`config.mk`:
```
export PLATFORM = sky130hd
export DESIGN_NAME = branch_unit
export DESIGN_NICKNAME = d
export VERILOG_FILES = /design/src/hw/exec_pkg.sv /design/src/hw/branch_unit.sv
export SDC_FILE = /design/constraint.sdc
export NUM_CORES = 1
export LEC_CHECK = 0
export ABC_AREA = 1
export BUFFER_PORTS_ARGS = -buffer_cell sky130_fd_sc_hd__buf_2
export CELL_PAD_IN_SITES_DETAIL_PLACEMENT = 1
export CELL_PAD_IN_SITES_GLOBAL_PLACEMENT = 1
export CORE_AREA = 3 3 109 111
export DETAILED_ROUTE_END_ITERATION = 8
export DIE_AREA = 0 0 112 114
export GPL_TIMING_DRIVEN = 1
export PLACE_DENSITY_LB_ADDON = 0.1
export SYNTH_ARGS = -nofsm -noshare
export SYNTH_HDL_FRONTEND = slang
export SYNTH_SLANG_ARGS = --single-unit
```
`constraint.sdc`:
```
create_clock -name vclk -period 3.15
set_clock_uncertainty 0.15 [all_clocks]
set_input_delay 0.1575 -clock vclk [all_inputs]
set_output_delay 0.1575 -clock vclk [all_outputs]
set_load 0.03 [all_outputs]
```
`src/hw/exec_pkg.sv`:
```
package exec_pkg;

    // ==================================================
    // Widths and basic types
    // ==================================================

    localparam int xlen     = 32;
    localparam int tag_bits = 6;
    // Two sources each for ALU, branch and multiplier
    localparam int num_srcs = 6;

    typedef logic [xlen-1:0]     data_t;
    typedef logic [tag_bits-1:0] tag_t;

    // ==================================================
    // Function encodings
    // ==================================================

    typedef enum logic [3:0] {
        alu_add,
        alu_sub,
        alu_and,
        alu_or,
        alu_xor,
        alu_slt,
        alu_sltu,
        alu_sll,
        alu_srl
    } alu_func_e;

    // Same values as RISC-V funct3
    typedef enum logic [2:0] {
        br_beq  = 3'b000,
        br_bne  = 3'b001,
        br_blt  = 3'b100,
        br_bge  = 3'b101,
        br_bltu = 3'b110,
        br_bgeu = 3'b111
    } br_func_e;

    typedef enum logic [0:0] {
        mult_mul   = 1'b0,
        mult_mulhu = 1'b1
    } mult_func_e;

    // ==================================================
    // Instruction word, two decodings
    // ==================================================

    typedef struct packed {
        logic [11:0] imm;
        logic [4:0]  rs1;
        logic [2:0]  funct3;
        logic [4:0]  rd;
        logic [6:0]  opcode;
    } i_form_t;

    // Immediate bits scattered around rs1/rs2
    typedef struct packed {
        logic       imm_12;
        logic [5:0] imm_10_5;
        logic [4:0] rs2;
        logic [4:0] rs1;
        logic [2:0] funct3;
        logic [3:0] imm_4_1;
        logic       imm_11;
        logic [6:0] opcode;
    } b_form_t;

    typedef union packed {
        i_form_t i_form;
        b_form_t b_form;
    } rv_inst_u;

    // ==================================================
    // Issue, CDB and result bundles
    // ==================================================

    // 40 bits
    typedef struct packed {
        logic  valid;
        tag_t  tag;
        logic  ready;
        data_t value;
    } src_t;

    typedef struct packed {
        logic      valid;
        tag_t      dest_tag;
        alu_func_e func;
        logic      opb_is_imm;
        rv_inst_u  inst;
        src_t      src1;
        src_t      src2;
    } alu_issue_t;

    typedef struct packed {
        logic     valid;
        tag_t     dest_tag;
        br_func_e func;
        data_t    pc;
        rv_inst_u inst;
        src_t     src1;
        src_t     src2;
    } br_issue_t;

    typedef struct packed {
        logic       valid;
        tag_t       dest_tag;
        mult_func_e func;
        src_t       src1;
        src_t       src2;
    } mult_issue_t;

    // 39 bits
    typedef struct packed {
        logic  valid;
        tag_t  tag;
        data_t data;
    } cdb_entry_t;

    // Unit outputs share the CDB layout
    typedef cdb_entry_t fu_result_t;

    typedef struct packed {
        logic  valid;
        logic  taken;
        data_t target;
    } br_result_t;

endpackage

```
`src/hw/branch_unit.sv`:
```
module branch_unit (
    input  exec_pkg::br_issue_t   issue,
    input  exec_pkg::data_t       rs1,
    input  exec_pkg::data_t       rs2,
    output exec_pkg::br_result_t  result
);
    import exec_pkg::*;

    data_t b_imm;
    logic  equal;
    logic  signed_lt;
    logic  unsigned_lt;
    logic  taken;

    // Reassemble B immediate, bit 0 always zero
    assign b_imm = {{(xlen - 13){issue.inst.b_form.imm_12}}, issue.inst.b_form.imm_12,
                    issue.inst.b_form.imm_11, issue.inst.b_form.imm_10_5,
                    issue.inst.b_form.imm_4_1, 1'b0};

    // Shared comparators
    assign equal       = (rs1 == rs2);
    assign signed_lt   = ($signed(rs1) < $signed(rs2));
    assign unsigned_lt = (rs1 < rs2);

    always_comb begin
        case (issue.func)
            br_beq:  taken = equal;
            br_bne:  taken = !equal;
            br_blt:  taken = signed_lt;
            br_bge:  taken = !signed_lt;
            br_bltu: taken = unsigned_lt;
            br_bgeu: taken = !unsigned_lt;
            default: taken = 1'b0;
        endcase
    end

    assign result = '{valid: issue.valid, taken: taken, target: issue.pc + b_imm};

endmodule

```
==> results.md, run 1 <==
* Clk pwr share at 0%
* Post-Route WL at 9810 um
* Outcome: completed
* Xor/xnor cell area share of the yosys netlist at 8.05%
* Share of total power in sequential cells at 0%
* Num sequential at 0
* Setup violations, final at 0
* Compound-gate portion of the synthesized area at 20.9%
* Remaining antenna violation count after routing at 0
* Dominant cell type by count on the critical path: a21oi_1
* Internal Power at 292 uW
* Mux cell area share after synthesis at 0%
* Capture point of the worst path: result[22]
* Core region area at 10900 um^2
* Startpoint Class: input pin
* Fraction of post-synthesis cell area in the top cell type by area at 28.5%
* Switching share of total power at 65.0%
* Overall track demand over capacity in global routing at 14.7%
* Maximum cell stage delay along the critical path at 0.38 ns
* Sequential-to-total area share from yosys stat at 0%
* Crit path depth at 9
* Top cells by area, synth: ha_1 (29%), nand2_1 (14%), inv_1 (10%)
* Buffers inserted by post-CTS timing repair at 0
* Gp weighted congestion at 0.793
* Count of synthesis-stage warnings from yosys at 0
* Top-level I/O count at 252
* Number of hold buffers added after CTS at 0
* Post-synthesis cell area at 2720 um^2
* Highest fanout seen on the critical path at 20
* Seq. cell area at 0 um^2
* Fill count at 1520
* Chain of cells forming the critical path: buf_2 > ha_1 > a21oi_1 > o21ai_0 > a21oi_1 > o21ai_2 > a21oi_1 > xnor2_1 > buf_2
* Average wire length per cell after detail routing at 13.3 um
* Initial Utilization at 25.0%
* Ratio of cells with drive above 1 in the final layout at 25.6%
* Power spent charging and discharging nets at 542 uW
* Max Fclk at 407 MHz
* Cell area after layout at 3580 um^2
* Number of hold violations in the final report at 0
* Synth Area in Adders at 29.3%
* Number of antenna violations at the first check in global routing at 0
* Number of violations of the max-capacitance limit at 0
* Leading cell types by count after synthesis: nand2_1 (102), inv_1 (76), ha_1 (62)
* Number of distinct library cell variants in the gate-level netlist after synthesis at 27
* Post-layout minimum cycle time at 2.46 ns
* Post-Synthesis Cells at 459
* Vias in the first global route at 3640
* Peak VDD IR at 0.101 mV
* Crit path max-delay family: compound AO/OA/AOI/OAI gates
* Number of buffers and inverters on the critical path at 2
* Final clock period utilization by the worst path at 78.0%
* Net count after synthesis at 740
* Max Transition Viols Final at 0
* Antenna cell count at 0
* Beginning of the critical path: issue[111]
* Number of nets in the layout at 881
* Placement row count at 38
* Global-route wire length before repair at 16100 um
* Vias per Instance at 4.67
* Number of gates given a new drive strength after cts at 0
* Die Height at 114 um
* Maximum number of pins on one net before global-route repair at 21
* Required @ worst endpoint at 2.84 ns
* GR Overflow Total at 0
* Sum of negative setup slack at 0 ns
* Main combinational cell family by area after synthesis: simple AND/OR/NAND/NOR gates
* Clk_buf instances at 0
* Measured slew at the worst slew-check pin at 0.441 ns
* Detailed placement HPWL at 9280 um
* Static Leakage at 0.00205 uW
* Cell with the largest stage delay on the worst path: ha_1
* Length of the first detailed-routing pass in iterations at 4
* Die Area at 12800 um^2
* Area Overhead vs Synth at 31.8%
* Dpl cell area at 3580 um^2
* Critical path class: in2out
* Critical Path End Type: primary output
* Non-Filler Instances at 738
* Number of vias in the routed layout at 3447
* Number of design-rule violations left by the first detailed-router iteration at 75
* Max transition margin at 70.6%
* HP Class: in2out
* Total power after layout at 834 uW
* Post-synthesis cell type with the largest combined area: ha_1
* Port Buffers at 142
* DRC at 0
* Simple-gate share of the synthesized area at 30.4%
* PD cells at 233 nW/um^2
* Cell with the most instances after synthesis: nand2_1
* Final setup slack of the worst path at 0.694 ns
* Pre-CTS setup slack at 0.661 ns
* Post-Syn Area per Cell at 5.92 um^2
* Crit path arrival time at 2.15 ns
* Fraction of power consumed by combinational cells at 100.0%
* Count of placed standard cells including taps at 738
* Die W at 112 um
* Setup repair after global routing missed its margin: no
==> power by group through the flow <==
stage	registers (uW)	logic, uW	clock network (uW)
finish	0	834	0
CTS	0	848	0
global placement	0	834	0
floorplan	0	573	0
global route	0	935	0
detailed placement	0	843	0
==> placed cells by master (no fill, tap or decap), drive strengths merged <==
cell,n
fa,1
o21bai,6
inv,76
buf,142
nor3b,1
a21boi,2
xor2,14
a31oi,1
o211ai,2
nand4,10
ha,62
a21oi,53
nor2,41
nor3,6
o21a,9
nand2,104
nand3b,1
a211oi,1
o21ai,19
xnor2,11
nand3,32
a21o,4
==> kinds of logic (layout without fill, tap and decap cells) <==
kind of cell | count (synthesis) | in the layout
buffers and inverters | 79 | 218
AND/OR/NAND/NOR | 195 | 195
XOR/XNOR | 25 | 25
AO/OA/AOI/OAI | 97 | 97
adder cells (fa/ha/maj) | 63 | 63
==> layout make-up <==
class	instances	area, um^2	share of cell area, %
repair buffers	142	711	19.8
well taps	140	175	4.89
inverters	76	285	7.96
multi-input cells	380	2410	67.3
==> metal layers <==
metal  wire length [um]  up-vias  track usage [%]
met3                636        0             2.18
li1                   -     1815                -
met4                  0        0                0
met5                  0        -                0
met1               4960     1521             21.4
met2               4220      111             24.5
==> how the worst min path moves through the flow <==
stage | from | cells after the start | endpoint
after CTS | issue[153] | 0 | result[33]
after detailed placement | issue[153] | 0 | result[33]
after global placement | issue[153] | 0 | result[33]
after global routing | issue[112] | 0 | result[0]
final | issue[153] | 0 | result[33]
after floorplan | issue[112] | 1 | result[0]
==> metrics by stage <==
| step | utilization (%) | hold WS [ns] |
|---|---|---|
| finish | 32.9 | 0.165 |
| global route | 32.9 | 0.165 |
| CTS | 32.9 | 0.165 |
| detailed placement | 32.9 | 0.165 |
| global placement | 32.9 | 0.165 |
| floorplan | - | 0.297 |
Note: power is estimated with default switching activity, not from simulation.
==> run 2: changes to the inputs <==
Settings changed: CORE_AREA 3 3 109 111 to 3 3 111 113, DIE_AREA 0 0 112 114 to 0 0 114 116.
Clock period 3.15 ns to 2.43 ns, I/O delays scaled along.
==> results.md, run 2 (synthesis results as in run 1) <==
* Peak VDD IR at 0.138 mV (+37%)
* Highest routing layer actually used: met4
* Cell area after layout at 3750 um^2 (+4.6%)
* Number of hold buffers added after CTS at 0 (unchanged)
* Setup violations, final at 0 (unchanged)
* Overall track demand over capacity in global routing at 14.4% (-0.31 points)
* Number of antenna violations at the first check in global routing at 0 (unchanged)
* GR Overflow Total at 0 (unchanged)
* DRC at 0 (unchanged)
* Critical Path End Type: primary output
* Remaining antenna violation count after routing at 0 (unchanged)
* Detailed placement HPWL at 9270 um (about the same)
* Maximum number of pins on one net before global-route repair at 20 (-4.8%)
* Sum of negative setup slack at 0 ns (unchanged)
* Placement row count at 39 (+2.6%)
* Die W at 114 um (+1.8%)
* PD cells at 303 nW/um^2 (+30%)
* Max Transition Viols Final at 0 (unchanged)
* Max Fclk at 430 MHz
* Leading cell type in the layout, fill and taps excluded: buf_2
* Final clock period utilization by the worst path at 95.7%
* Number of violations of the max-capacitance limit at 0 (unchanged)
* Core region area at 11400 um^2 (+4.9%)
* Sum of met3 wire segment lengths after detailed routing at 590 um (-7.2%)
* Number of design-rule violations left by the first detailed-router iteration at 122 (+63%)
* Beginning of the critical path: issue[88]
* Most frequent cells in the layout: buf_2 (139), nand2_1 (102), inv_1 (76), ha_1 (57), a21oi_1 (50)
* Number of hold violations in the final report at 0 (unchanged)
* Clk_buf instances at 0 (unchanged)
* Area Overhead vs Synth at 37.8%
* Count of placed standard cells including taps at 753 (+2.0%)
* HP Class: in2out
* Initial Utilization at 23.8% (-1.2 points)
* Critical path class: in2out
* Average wire length per cell after detail routing at 13.3 um (-0.17%)
* Ratio of cells with drive above 1 in the final layout at 28.3% (+2.7 points)
* Max transition margin at 69.2% (-1.4 points)
* Measured slew at the worst slew-check pin at 0.462 ns (+0.0212 ns)
* Post-Route WL at 10000 um (+2.0%)
* Vias per Instance at 4.56 (-2.3%)
* Seq. cell area at 0 um^2 (unchanged)
* Die Height at 116 um (+1.8%)
* Number of nets in the layout at 894 (+1.5%)
* Non-Filler Instances at 754 (+2.2%)
* Routed metal-1 wire length at 5030 um (+1.3%)
* Top-level I/O count at 252 (unchanged)
* Global-route wire length before repair at 16200 um (+0.69%)
* Vias in the first global route at 3566 (-2.0%)
* Highest fanout seen on the critical path at 3 (-85%)
* Port Buffers at 142 (unchanged)
* Total power after layout at 1140 uW (+36%)
* Min-delay src: issue[153]
* Startpoint Class: input pin
* Length of the first detailed-routing pass in iterations at 4 (unchanged)
* Outcome: completed
* Final cell utilization of the core at 32.8% (-0.082 points)
* Crit path arrival time at 2.05 ns (-0.10 ns)
* Routed wl met2 at 4390 um (+4.1%)
* Num sequential at 0 (unchanged)
* Gp weighted congestion at 0.842 (+6.2%)
* Post-layout minimum cycle time at 2.33 ns
* Antenna cell count at 0 (unchanged)
* Number of vias in the routed layout at 3441 (-0.17%)
* Dpl cell area at 3680 um^2 (+2.6%)
* Die Area at 13200 um^2 (+3.6%)
* Required @ worst endpoint at 2.16 ns (-0.68 ns)
* Fill count at 1562 (+2.8%)
* Static Leakage at 0.00212 uW (+3.3%)
[run 2: changes by cell type in the layout (fill, tap and decap cells not counted), moves of 3 or more]
cell / before / now
ha_2: 0 / 4
o21ai_2: 4 / 1
buf_2: 142 / 139
buf_4: 0 / 14
o21ai_4: 0 / 3
ha_1: 62 / 57
[run 2: metrics by stage]
step                      hold slack, ns  setup WS (ns)
final                             0.0930          0.105
after global routing              0.0931       -0.00713
after CTS                         0.0934         0.0331
after detailed placement          0.0934         0.0331
after global placement            0.0934         0.0539
after floorplan                    0.225          0.304
[run 2: timing repair]
action,4_1_cts,5_1_grt
resized for setup,0,16
setup endpoints to repair,0,18
setup buffers,0,1
hold endpoints to repair,0,0
[run 2: layout make-up]
cell class | instances | area, um^2 | share of cell area (%)
tap | 143 | 179 | 4.77
timing repair buffer | 155 | 820 | 21.9
multi-input combinational | 380 | 2460 | 65.7
inverter | 76 | 285 | 7.61
[run 2: worst max-delay path: stages]
cell,delay [ns]
buf_2,0.08
ha_1,0.15
inv_1,0.06
fa_1,0.44
o21ai_4,0.24
a21oi_2,0.13
o21ai_2,0.24
nand3_1,0.16
a21o_1,0.20
nand2_1,0.04
buf_2,0.19
[run 2: path summary, 6_finish.rpt]
| path | endpoint | depth (start not counted) | slack (ns) |
|---|---|---|---|
| max | result[29] | 11 | 0.10 |
| min | result[33] | 0 | 0.09 |
[run 2: metal layers]
layer,track usage (%),vias to the layer above
met5,0,-
met2,24.5,97
li1,-,1842
met4,0.0792,0
met1,21.2,1500
met3,0.836,2
[run 2: where the power goes]
group,internal (uW),leakage (uW),switching (uW)
clock network,0,0,0
registers,0,0,0
logic,417,0.00212,719
