### config.mk
export PLATFORM = sky130hd
export DESIGN_NAME = mult_ctrl
export DESIGN_NICKNAME = d
export VERILOG_FILES = /design/src/hw/mult_ctrl.sv
export SDC_FILE = /design/constraint.sdc
export NUM_CORES = 1
export LEC_CHECK = 0
export BUFFER_PORTS_ARGS = -buffer_cell sky130_fd_sc_hd__buf_2
export CORE_AREA = 4 4 41 43
export CTS_BUF_LIST = sky130_fd_sc_hd__clkbuf_16
export CTS_CLUSTER_SIZE = 25
export DETAILED_ROUTE_END_ITERATION = 6
export DIE_AREA = 0 0 45 47
export GPL_TIMING_DRIVEN = 0
export PLACE_DENSITY = 0.36
export SYNTH_ARGS = -nofsm -noshare
export SYNTH_HDL_FRONTEND = slang
export SYNTH_SLANG_ARGS = --single-unit
### constraint.sdc
create_clock -name clock -period 1.35 [get_ports clock]
set_clock_uncertainty 0.05 [all_clocks]
set_input_delay 0.2025 -clock clock [delete_from_list [all_inputs] [get_ports clock]]
set_output_delay 0.2025 -clock clock [all_outputs]
set_load 0.05 [all_outputs]
### src/hw/mult_ctrl.sv
module mult_ctrl (
    input  logic clock,
    input  logic reset,
    input  logic mispredict,
    input  logic start,
    input  logic last,
    input  logic mult_ack,
    output logic load,
    output logic step,
    output logic clear,
    output logic mult_req,
    output logic mult_busy
);

    typedef enum logic [1:0] {
        st_idle,
        st_compute,
        st_req,
        st_wait_ack_low
    } state_e;

    state_e state;
    state_e state_next;

    // ==================================================
    // State register and next state
    // ==================================================

    always_ff @(posedge clock) begin
        if (reset) begin
            state <= st_idle;
        end else begin
            state <= state_next;
        end
    end

    always_comb begin
        state_next = state;
        case (state)
            st_idle:         if (start) state_next = st_compute;
            st_compute:      if (last) state_next = st_req;
            // Ack seen in phase 2 so req drops
            st_req:          if (mult_ack) state_next = st_wait_ack_low;
            // Arbiter released ack in phase 4
            st_wait_ack_low: if (!mult_ack) state_next = st_idle;
            default:         state_next = st_idle;
        endcase
        // Flush wins from any state
        if (mispredict) begin
            state_next = st_idle;
        end
    end

    // ==================================================
    // Outputs to counter, datapath and arbiter
    // ==================================================

    assign load      = (state == st_idle) && start && !mispredict;
    assign step      = (state == st_compute);
    assign clear     = (state == st_idle);
    assign mult_req  = (state == st_req);
    assign mult_busy = (state != st_idle);

    // Req holds through back-pressure unless flushed
    a_req_held : assert property (
        @(posedge clock) disable iff (reset)
        mult_req && !mult_ack && !mispredict |=> mult_req
    ) else $error("mult_req dropped before ack");

endmodule

==> results by group, run 1 <==
Die
  – Initial Util: between 10 and 15%
  – Die area: 0.002115 mm²
  – Ports: 11
  – CORE AREA: 0.001301 mm²
  – Die X: 45 µm
  – FP Rows: 13
  – Die height: 47 µm

Detailed routing
  – DRT Pass-1 Iters: 1
  – Drt via density: 3.840
  – Via count: 192
  – DRC violations left: 0
  – Final Routed Wirelength: slightly below 500 µm
  – Post-route ant nets: 0
  – Avg WL per Cell: 9.640 µm
  – Iter 0 DRT Violations: 0

STA
  – FMAX: 741.6 MHz
  – Slew margin rel.: between 80% and 90%
  – Final setup vio count: 0
  – Fin Setup TNS: 0 ns
  – Final worst slack: 0.001482 ns
  – Slew Viols, Final: 0
  – Fin crit period: roughly 1.3 ns
  – Unrepaired setup endpoints after global routing: yes
  – Worst-Margin Slew: about 0.26 ns
  – Hold Fails Final Rpt: 0
  – Tcrit/Tclk final: 99.89%

Placement
  – IO buf count: 10
  – Routability cong.: 0.6287
  – DP Worst Slack: about 0.088 ns
  – DP Wirelength: 403 µm

Yosys
  – Post-synthesis cell type count: 8
  – Most common cell in the netlist: ha_1
  – Top cells by count, synth: ha_1 (5), inv_1 (4), nand2_1 (4)
  – EDFF count, synth: 0
  – Top_reg_cell synth: dfxtp_1
  – Ranking of synthesized cells by area: ha_1 (33%), dfxtp_1 (21%), mux2i_1 (16%), inv_1 (7.9%), nand2_1 (7.9%)
  – Mapped Area: 190.2 µm²
  – Register area share after synthesis: between 20% and 30%
  – Ys Warns: 0
  – Syn_area_per_cell: about 8.6 µm²
  – Synth async-reset ratio: 0%
  – Net Count, Synth: 33
  – Post-Syn Instances: 22
  – Share of the synthesized area in the top cell type: 32.89%
  – Area leader, netlist: ha_1
  – Seq cells post-synth: 2

Global routing
  – Largest net degree at the start of global routing: 5
  – Global-route wire length before repair: just under 800 µm
  – Initial antenna violation count: 0
  – Vias in the first global route: 201
  – Total GRT Usage: 5.363%
  – Grt ovf: 0

Clock network
  – # Post-CTS Setup Buffers: 0
  – Num CTS Buffers: 3
  – Post-CTS Hold Buffers: 0
  – Root buf cell: clkbuf_16
  – Clock-pin slew on the worst setup and hold paths: 0.03 ns
  – Clock Latency Late Sink: between 0.2 and 0.25 ns
  – TritonCTS clock tree: yes
  – Bufs on Longest Clock Path: 2
  – CTS sink cnt: 2
  – H-tree levels: 1

Power and ir drop
  – Combinational Power Share: 18.0%
  – Pwr dens: 1645 mW/mm²
  – Pwr Total: roughly 0.62 mW
  – Int Pwr: 0.4801 mW
  – Switching share of power: 22.26%
  – Sw power: 0.1375 mW
  – Leakage: 0.1724 nW
  – Reg power frac: between 10% and 20%
  – Worst vdd ir: approximately 0.74 mV
  – Clock power share: approximately 71%

Final layout
  – Ant diodes: 0
  – Layout cells sized above 1: between 60% and 70%
  – Largest registers in the final layout: state (2)
  – Final net count: 48
  – Area growth syn-to-layout: 97.37%
  – Max reg flops: 2
  – Largest reg by FF count: state

Hold path
  – Hold Path Class: primary input to flip-flop

Setup path
  – Critical path fanouts, max: 4
  – Worst path slowest cell: dfxtp_2
  – Crit path capture type: primary output
  – Startpoint Class: flip-flop
  – Worst Path Arrival: between 1 and 1.5 ns
  – CP required: 1.10 ns
  – Crit Path Category: flip-flop to primary output
  – CP Cell Sequence: inv_2 -> ha_4 -> nand2_2 -> nor2_2 -> buf_6
  – CP peak stage delay: roughly 0.33 ns

Run status
  – Status: finished clean

Run
  – Max-cap violations: 0
-- logic make-up after synthesis --
family / synth area share (%)
AND/OR/NAND/NOR: 11.84
flip-flops: 21.05
buffers and inverters: 7.892
AO/OA/AOI/OAI: 10.52
multiplexers: 15.79
adder cells (fa/ha/maj): 32.89
-- final cells by class --
cell class                      instances  area, µm²
Fill cell                             147      925.9
Tap cell                               15      18.77
Inverter                                4      21.27
Sequential cell                         2      42.54
Multi-Input combinational cell         16      152.6
Clock buffer                            3      75.07
Timing Repair Buffer                   10      65.06
-- path summary, 6_finish.rpt --
kind	startpoint	endpoint	slack (ns)	depth (start not counted)
max	state[0]$_SDFFE_PP0P_	load	0.001	5
min	reset	state[1]$_SDFFE_PP0P_	0.25	4
max reg2reg	state[0]$_SDFFE_PP0P_	state[0]$_SDFFE_PP0P_	0.09	5
min reg2reg	state[1]$_SDFFE_PP0P_	state[1]$_SDFFE_PP0P_	0.45	2
-- through the flow --
stage                     utilization (%)  std cells  hold slack [ns]  instance area (µm²)
after floorplan                         -         22           0.3456                211.5
after global placement              21.54         47           0.4353                280.3
after detailed placement            21.54         47           0.4421                280.3
after CTS                           28.17         50           0.2544                366.6
after global routing                28.85         50           0.2728                375.4
final                               28.85         50           0.2506                375.4
-- layout by cell type, fill, tap and decap left out, types with 2 or more instances in the layout --
cell type / instances
buf_2: 7
buf_6: 2
clkbuf_16: 3
dfxtp_2: 2
ha_1: 4
mux2i_1: 3
nand2_1: 3
-- critical path: cells and delay by family, from the launching register on --
family / cells / cell delay [ns]
adders and majority gates: 1 / 0.16
buffers and inverters: 2 / 0.25
DFF: 1 / 0.33
and+or+nand+nor: 2 / 0.13
-- timing repair --
| item | CTS | global route |
|---|---|---|
| endpoints found under the setup margin | 3 | 2 |
| gates resized for setup | 4 | 3 |
| endpoints found under the hold margin | 0 | 0 |
-- per-layer routing --
layer | wire length, µm | track usage (%)
met2 | 215 | 7.627
met4 | 0 | 3.509
met1 | 202 | 5.656
met3 | 64 | 3.831
met5 | 0 | 0
-- power by group through the flow --
| stage | Sequential, mW | Combinational, mW | Clock, mW |
|---|---|---|---|
| after global routing | 0.0682 | 0.118 | 0.451 |
| after global placement | 0.0681 | 0.102 | 0 |
| final | 0.0677 | 0.111 | 0.439 |
| after floorplan | 0.0673 | 0.0818 | 0 |
| after detailed placement | 0.0682 | 0.104 | 0 |
| after CTS | 0.0676 | 0.110 | 0.447 |
No activity file was read; power rests on OpenSTA's default activity.
==> run 2, diff against run 1 <==
--- a/config.mk
+++ b/config.mk
@@ -5,6 +5,7 @@
 export SDC_FILE = /design/constraint.sdc
 export NUM_CORES = 1
 export LEC_CHECK = 0
+export ABC_AREA = 1
 export BUFFER_PORTS_ARGS = -buffer_cell sky130_fd_sc_hd__buf_2
 export CORE_AREA = 4 4 41 43
 export CTS_BUF_LIST = sky130_fd_sc_hd__clkbuf_16
@@ -12,7 +13,7 @@
 export DETAILED_ROUTE_END_ITERATION = 6
 export DIE_AREA = 0 0 45 47
 export GPL_TIMING_DRIVEN = 0
-export PLACE_DENSITY = 0.36
+export PLACE_DENSITY = 0.37
 export SYNTH_ARGS = -nofsm -noshare
 export SYNTH_HDL_FRONTEND = slang
 export SYNTH_SLANG_ARGS = --single-unit
==> results by group, run 2 <==
Run status
  – Failing checks: negative setup slack
  – Status: finished with violations

Run
  – Max-cap violations: 0 (unchanged)

STA
  – Worst-Margin Slew: 0.2525 ns (-0.01016 ns)
  – Fin crit period: 1.455 ns (+0.1062 ns)
  – Final setup vio count: 2 (+2)
  – Tcrit/Tclk final: 107.8% (+7.9 points)
  – Slew margin rel.: 83.28% (+0.86 points)
  – FMAX: 687.4 MHz (-7.3%)
  – Unrepaired setup endpoints after global routing: yes
  – Hold Fails Final Rpt: 0 (unchanged)
  – Worst hold slack: 0.1899 ns (-0.06067 ns)
  – Final worst slack: -0.1047 ns (-0.1062 ns)
  – Slew Viols, Final: 0 (unchanged)

Setup path
  – CP endpoint: load
  – R2r setup slk: 0.06 ns (-0.03 ns)
  – R2R cell count: 9 (+4)
  – Startpoint Class: flip-flop
  – Crit path capture type: primary output
  – R2r startpoint: state[0]$_SDFFE_PP0P_
  – CP startpoint: state[0]$_SDFFE_PP0P_
  – RR Endpoint: state[1]$_SDFFE_PP0P_
  – Crit Path Category: flip-flop to primary output
  – Critical path fanouts, max: 4 (unchanged)
  – Worst Path Arrival: 1.20 ns (+0.10 ns)
  – CP required: 1.10 ns (about the same)

Clock network
  – H-tree levels: 1 (unchanged)
  – Num CTS Buffers: 3 (unchanged)
  – Clock Latency Late Sink: 0.22 ns (about the same)
  – Post-CTS Hold Buffers: 0 (unchanged)
  – Root buf cell: clkbuf_16
  – TritonCTS clock tree: yes
  – Bufs on Longest Clock Path: 2 (unchanged)
  – Clock-pin slew on the worst setup and hold paths: 0.03 ns (about the same)
  – CTS sink cnt: 2 (unchanged)

Global routing
  – Initial antenna violation count: 0 (unchanged)
  – Grt ovf: 0 (unchanged)
  – Global-route wire length before repair: 731 µm (-6.2%)
  – Largest net degree at the start of global routing: 5 (unchanged)
  – Total GRT Usage: 5.288% (-0.075 points)
  – Vias in the first global route: 176 (-12%)

Yosys
  – Ranking of synthesized cells by area: ha_1 (30%), dfxtp_1 (19%), inv_1 (13%), nand2_1 (13%), nor2_1 (7.1%)
  – Post-Syn Instances: 32 (+45%)
  – Post-synthesis cell type count: 10 (+2)
  – Area leader, netlist: ha_1
  – Share of the synthesized area in the top cell type: 29.76% (-3.1 points)
  – Mapped Area: 210.2 µm² (+11%)
  – Top cells by count, synth: inv_1 (7), nand2_1 (7), ha_1 (5)
  – Ys Warns: 0 (unchanged)
  – EDFF count, synth: 0 (unchanged)
  – Seq cells post-synth: 2 (unchanged)
  – Synth async-reset ratio: 0% (unchanged)
  – Net Count, Synth: 43 (+30%)
  – Syn_area_per_cell: 6.569 µm² (-24%)
  – Top_reg_cell synth: dfxtp_1
  – Register area share after synthesis: 19.05% (-2.0 points)

Final layout
  – Most frequent cells in the layout: buf_2 (7), nand2_1 (6), inv_1 (4), nor2_1 (4), buf_4 (4)
  – Commonest non-fill, non-tap cell in the layout: buf_2
  – Layout cells sized above 1: 61.22% (-1.6 points)
  – Largest registers in the final layout: state (2)
  – Post-route cell area: 459.2 µm² (+22%)
  – Area growth syn-to-layout: 118.5%
  – Fillers: 139 (-5.4%)
  – Max reg flops: 2 (unchanged)
  – Ant diodes: 0 (unchanged)
  – Largest reg by FF count: state
  – Final net count: 62 (+29%)

Detailed routing
  – Final Routed Wirelength: 527 µm (+9.3%)
  – Drt via density: 3.531 (-8.0%)
  – Avg WL per Cell: 8.234 µm (-15%)
  – Iter 0 DRT Violations: 0 (unchanged)
  – Via count: 226 (+18%)
  – DRT Pass-1 Iters: 1 (unchanged)
  – Post-route ant nets: 0 (unchanged)
  – DRC violations left: 0 (unchanged)

Die
  – Die X: 45 µm (unchanged)
  – FP Rows: 13 (unchanged)
  – Ports: 11 (unchanged)
  – Die height: 47 µm (unchanged)
  – Initial Util: 16.15% (+1.5 points)
  – CORE AREA: 0.001301 mm² (unchanged)
  – Die area: 0.002115 mm² (unchanged)

Placement
  – Routability cong.: 0.7154 (+14%)
  – IO buf count: 10 (unchanged)
  – Area after DPL: 307.8 µm² (+9.8%)
  – DP Wirelength: 374.4 µm (-7.1%)

Power and ir drop
  – Worst vdd ir: 0.8419 mV (+14%)
  – Pwr dens: 1504 mW/mm² (-8.6%)
  – Leakage: 0.2230 nW (+29%)

Hold path
  – Worst min-delay path startpoint: reset
  – Hold Path Class: primary input to flip-flop
## run 2: critical path, stage by stage, from the launching register on
cell	delay (ns)
dfxtp_2	0.33
inv_4	0.07
ha_4	0.15
clkinvlp_4	0.09
nor3_4	0.17
buf_6	0.18
## run 2: cells by family after synthesis
family,synth area share (%)
AOI/OAI and AO/OA,2.379
and+or+nand+nor,36.31
adders and majority gates,29.76
buffers and inverters,12.50
DFF,19.05
## run 2: worst min-delay path by stage
stage,slack (ns),depth (start not counted),endpoint
6_report,0.19,4,state[1]$_SDFFE_PP0P_
5_1_grt,0.22,4,state[1]$_SDFFE_PP0P_
4_1_cts,0.19,4,state[1]$_SDFFE_PP0P_
3_5_place_dp,0.42,4,state[1]$_SDFFE_PP0P_
3_3_place_gp,0.42,4,state[1]$_SDFFE_PP0P_
2_1_floorplan,0.30,3,state[1]$_SDFFE_PP0P_
## run 2: repair_timing
item | 4_1_cts | 5_1_grt
pin swaps | 2 | 4
setup endpoints to repair | 3 | 6
setup buffers | 3 | 1
resized for setup | 8 | 6
## run 2: cell type report
| cell class | instances | area [µm²] | area share (%) |
|---|---|---|---|
| inverter | 7 | 32.53 | 7.084 |
| timing repair buffer | 14 | 102.6 | 22.34 |
| clock buffer | 3 | 75.07 | 16.35 |
| sequential | 2 | 45.04 | 9.809 |
| tap | 15 | 18.77 | 4.087 |
| multi-input combinational | 23 | 185.2 | 40.33 |
## run 2: layer usage
layer | vias up | track usage (%) | wire, µm
li1 | 127 | - | -
met1 | 96 | 5.669 | 253
met2 | 3 | 7.627 | 259
met3 | 0 | 2.299 | 13
met4 | 0 | 5.263 | 0
met5 | - | 0 | 0
## run 2: power by group
part	internal, mW	switching (mW)
Combinational	0.0701	0.112
Sequential	0.0645	0.00499
Clock	0.376	0.0624
## run 2: metrics by stage
step	cells	TNS [ns]	util, %	total power, mW	worst slack (ns)
CTS	63	-0.2124	32.88	0.6910	-0.1256
global placement	57	-0.02420	23.65	0.2212	-0.02420
floorplan	32	-0.6231	-	0.1939	-0.4183
finish	64	-0.1271	35.29	0.6906	-0.1047
global route	64	-0.2880	35.29	0.7280	-0.1763
detailed placement	57	-0.01106	23.65	0.2199	-0.01106
==> run 3, diff against run 2 <==
==> constraint.sdc (replaced) <==
create_clock -name clock -period 1.35 [get_ports clock]
set_clock_uncertainty 0.05 [all_clocks]
set_input_delay 0.2025 -clock clock [delete_from_list [all_inputs] [get_ports clock]]
set_output_delay 0.2025 -clock clock [all_outputs]
set_load 0.01 [all_outputs]
==> results by group, run 3 (synthesis gave the netlist of run 2 again) <==
Placement
  – DP Wirelength: 363.6 µm (-2.9%)
  – IO buf count: 10 (unchanged)
  – Routability cong.: 0.6432 (-10%)

Setup path
  – Worst Path Arrival: 1.07 ns (-0.13 ns)
  – Critical path fanouts, max: 3 (-1)
  – CP required: 1.10 ns (about the same)
  – Crit path capture type: primary output
  – Crit Path Category: flip-flop to primary output
  – Startpoint Class: flip-flop

Power and ir drop
  – Leakage: 0.2206 nW (-1.1%)
  – Combinational Power Share: 17.8% (-8.6 points)
  – Reg power frac: 11.3% (+1.2 points)
  – Int Pwr: 0.4936 mW (-3.4%)
  – Pwr Total: 0.6206 mW (-10%)
  – Clock power share: 70.9% (+7.4 points)
  – Sw power: 0.1271 mW (-29%)
  – Worst vdd ir: 0.9155 mV (+8.7%)
  – Pwr dens: 1494 mW/mm² (-0.66%)
  – Switching share of power: 20.47% (-5.5 points)

Clock network
  – Bufs on Longest Clock Path: 2 (unchanged)
  – Clock-pin slew on the worst setup and hold paths: 0.03 ns (about the same)
  – Root buf cell: clkbuf_16
  – H-tree levels: 1 (unchanged)
  – TritonCTS clock tree: yes
  – CTS sink cnt: 2 (unchanged)
  – Post-CTS Hold Buffers: 0 (unchanged)
  – Num CTS Buffers: 3 (unchanged)
  – Clock Latency Late Sink: 0.22 ns (about the same)

Die
  – Initial Util: 16.15% (unchanged)
  – Die area: 0.002115 mm² (unchanged)
  – Die X: 45 µm (unchanged)
  – Ports: 11 (unchanged)
  – CORE AREA: 0.001301 mm² (unchanged)
  – FP Rows: 13 (unchanged)
  – Die height: 47 µm (unchanged)

STA
  – Hold Fails Final Rpt: 0 (unchanged)
  – Slew margin rel.: 86.82% (+3.5 points)
  – Slew Viols, Final: 0 (unchanged)
  – Tcrit/Tclk final: 98.14% (-9.6 points)
  – Unrepaired setup endpoints after global routing: yes
  – FMAX: 754.8 MHz (+9.8%)
  – Final setup vio count: 0 (-2)
  – Fin crit period: 1.325 ns (-0.1299 ns)
  – Worst-Margin Slew: 0.1973 ns (-0.05522 ns)

Detailed routing
  – Via count: 223 (-1.3%)
  – Post-route ant nets: 0 (unchanged)
  – Drt via density: 3.597 (+1.9%)
  – Final Routed Wirelength: 463 µm (-12%)
  – Iter 0 DRT Violations: 4 (+4)
  – Avg WL per Cell: 7.468 µm (-9.3%)
  – DRT Pass-1 Iters: 3 (+2)
  – DRC violations left: 0 (unchanged)

Global routing
  – Largest net degree at the start of global routing: 5 (unchanged)
  – Global-route wire length before repair: 745 µm (+1.9%)
  – Vias in the first global route: 190 (+8.0%)
  – Total GRT Usage: 5.595% (+0.31 points)
  – Initial antenna violation count: 0 (unchanged)
  – Grt ovf: 0 (unchanged)

Final layout
  – Max reg flops: 2 (unchanged)
  – Final core utilization: 31.92% (-3.4 points)
  – Fillers: 152 (+9.4%)
  – Ant diodes: 0 (unchanged)
  – Area growth syn-to-layout: 97.62%
  – Layout cells sized above 1: 59.57% (-1.7 points)
  – Largest registers in the final layout: state (2)
  – Largest reg by FF count: state
  – Most frequent cells in the layout: buf_2 (10), nand2_1 (7), inv_1 (4), nor2_1 (4)
  – Commonest non-fill, non-tap cell in the layout: buf_2
  – Final net count: 60 (-3.2%)

Run status
  – Status: finished clean

Run
  – Max-cap violations: 0 (unchanged)

Hold path
  – Hold Path Class: primary input to flip-flop
==> run 3: metal layers <==
metal  part of all wire [%]  track usage [%]
met4                      0            1.754
met3                     11            6.897
met5                      0                0
met2                     47            7.062
met1                     42            5.643
==> run 3: power by group through the flow <==
stage                     Sequential [mW]  Combinational [mW]  Clock (mW)
after floorplan                    0.0684              0.0582           0
after global placement             0.0699              0.0868           0
after detailed placement           0.0695              0.0854           0
after CTS                          0.0708              0.0964       0.450
after global routing               0.0714               0.127       0.462
final                              0.0703               0.110       0.440
==> run 3: repair_timing <==
item,CTS,global route
pin swaps,1,2
hold endpoints to repair,0,0
buffers inserted,1,1
resized for setup,7,8
endpoints found under the setup margin,2,4
==> run 3: area by class of cell <==
type	count	area [µm²]	share of cell area (%)
inverters	7	28.78	6.928
well taps	15	18.77	4.518
flip-flops and latches	2	45.04	10.84
clock buffers	3	75.07	18.07
repair buffers	12	65.06	15.66
multi-input cells	23	182.7	43.98
==> run 3: per-stage QoR <==
step                      instances  TNS [ns]  area (µm²)  hold WS, ns  worst slack, ns
after global routing             62  -0.06813       415.4       0.2161         -0.03954
final                            62         0       415.4       0.1776          0.02516
after global placement           57         0       279.0       0.4159          0.02265
after CTS                        61  -0.01846       379.1       0.1815         -0.01846
after floorplan                  32         0       210.2       0.3084          0.04232
after detailed placement         57         0       279.0       0.4189          0.04142
==> run 3: path summary, 6_finish.rpt <==
check / startpoint / endpoint / slack (ns) / cells after the start
setup reg to reg: state[0]$_SDFFE_PP0P_ / state[0]$_SDFFE_PP0P_ / 0.09 / 6
hold / removal: reset / state[0]$_SDFFE_PP0P_ / 0.18 / 4
hold reg to reg: state[1]$_SDFFE_PP0P_ / state[1]$_SDFFE_PP0P_ / 0.49 / 2
setup / recovery: state[0]$_SDFFE_PP0P_ / mult_req / 0.03 / 4
==> run 3: critical path, cell delays in order, from the launching register on <==
cell and delay (ns):
dfxtp_2 0.34, inv_2 0.05, buf_4 0.14, ha_2 0.19
buf_2 0.14
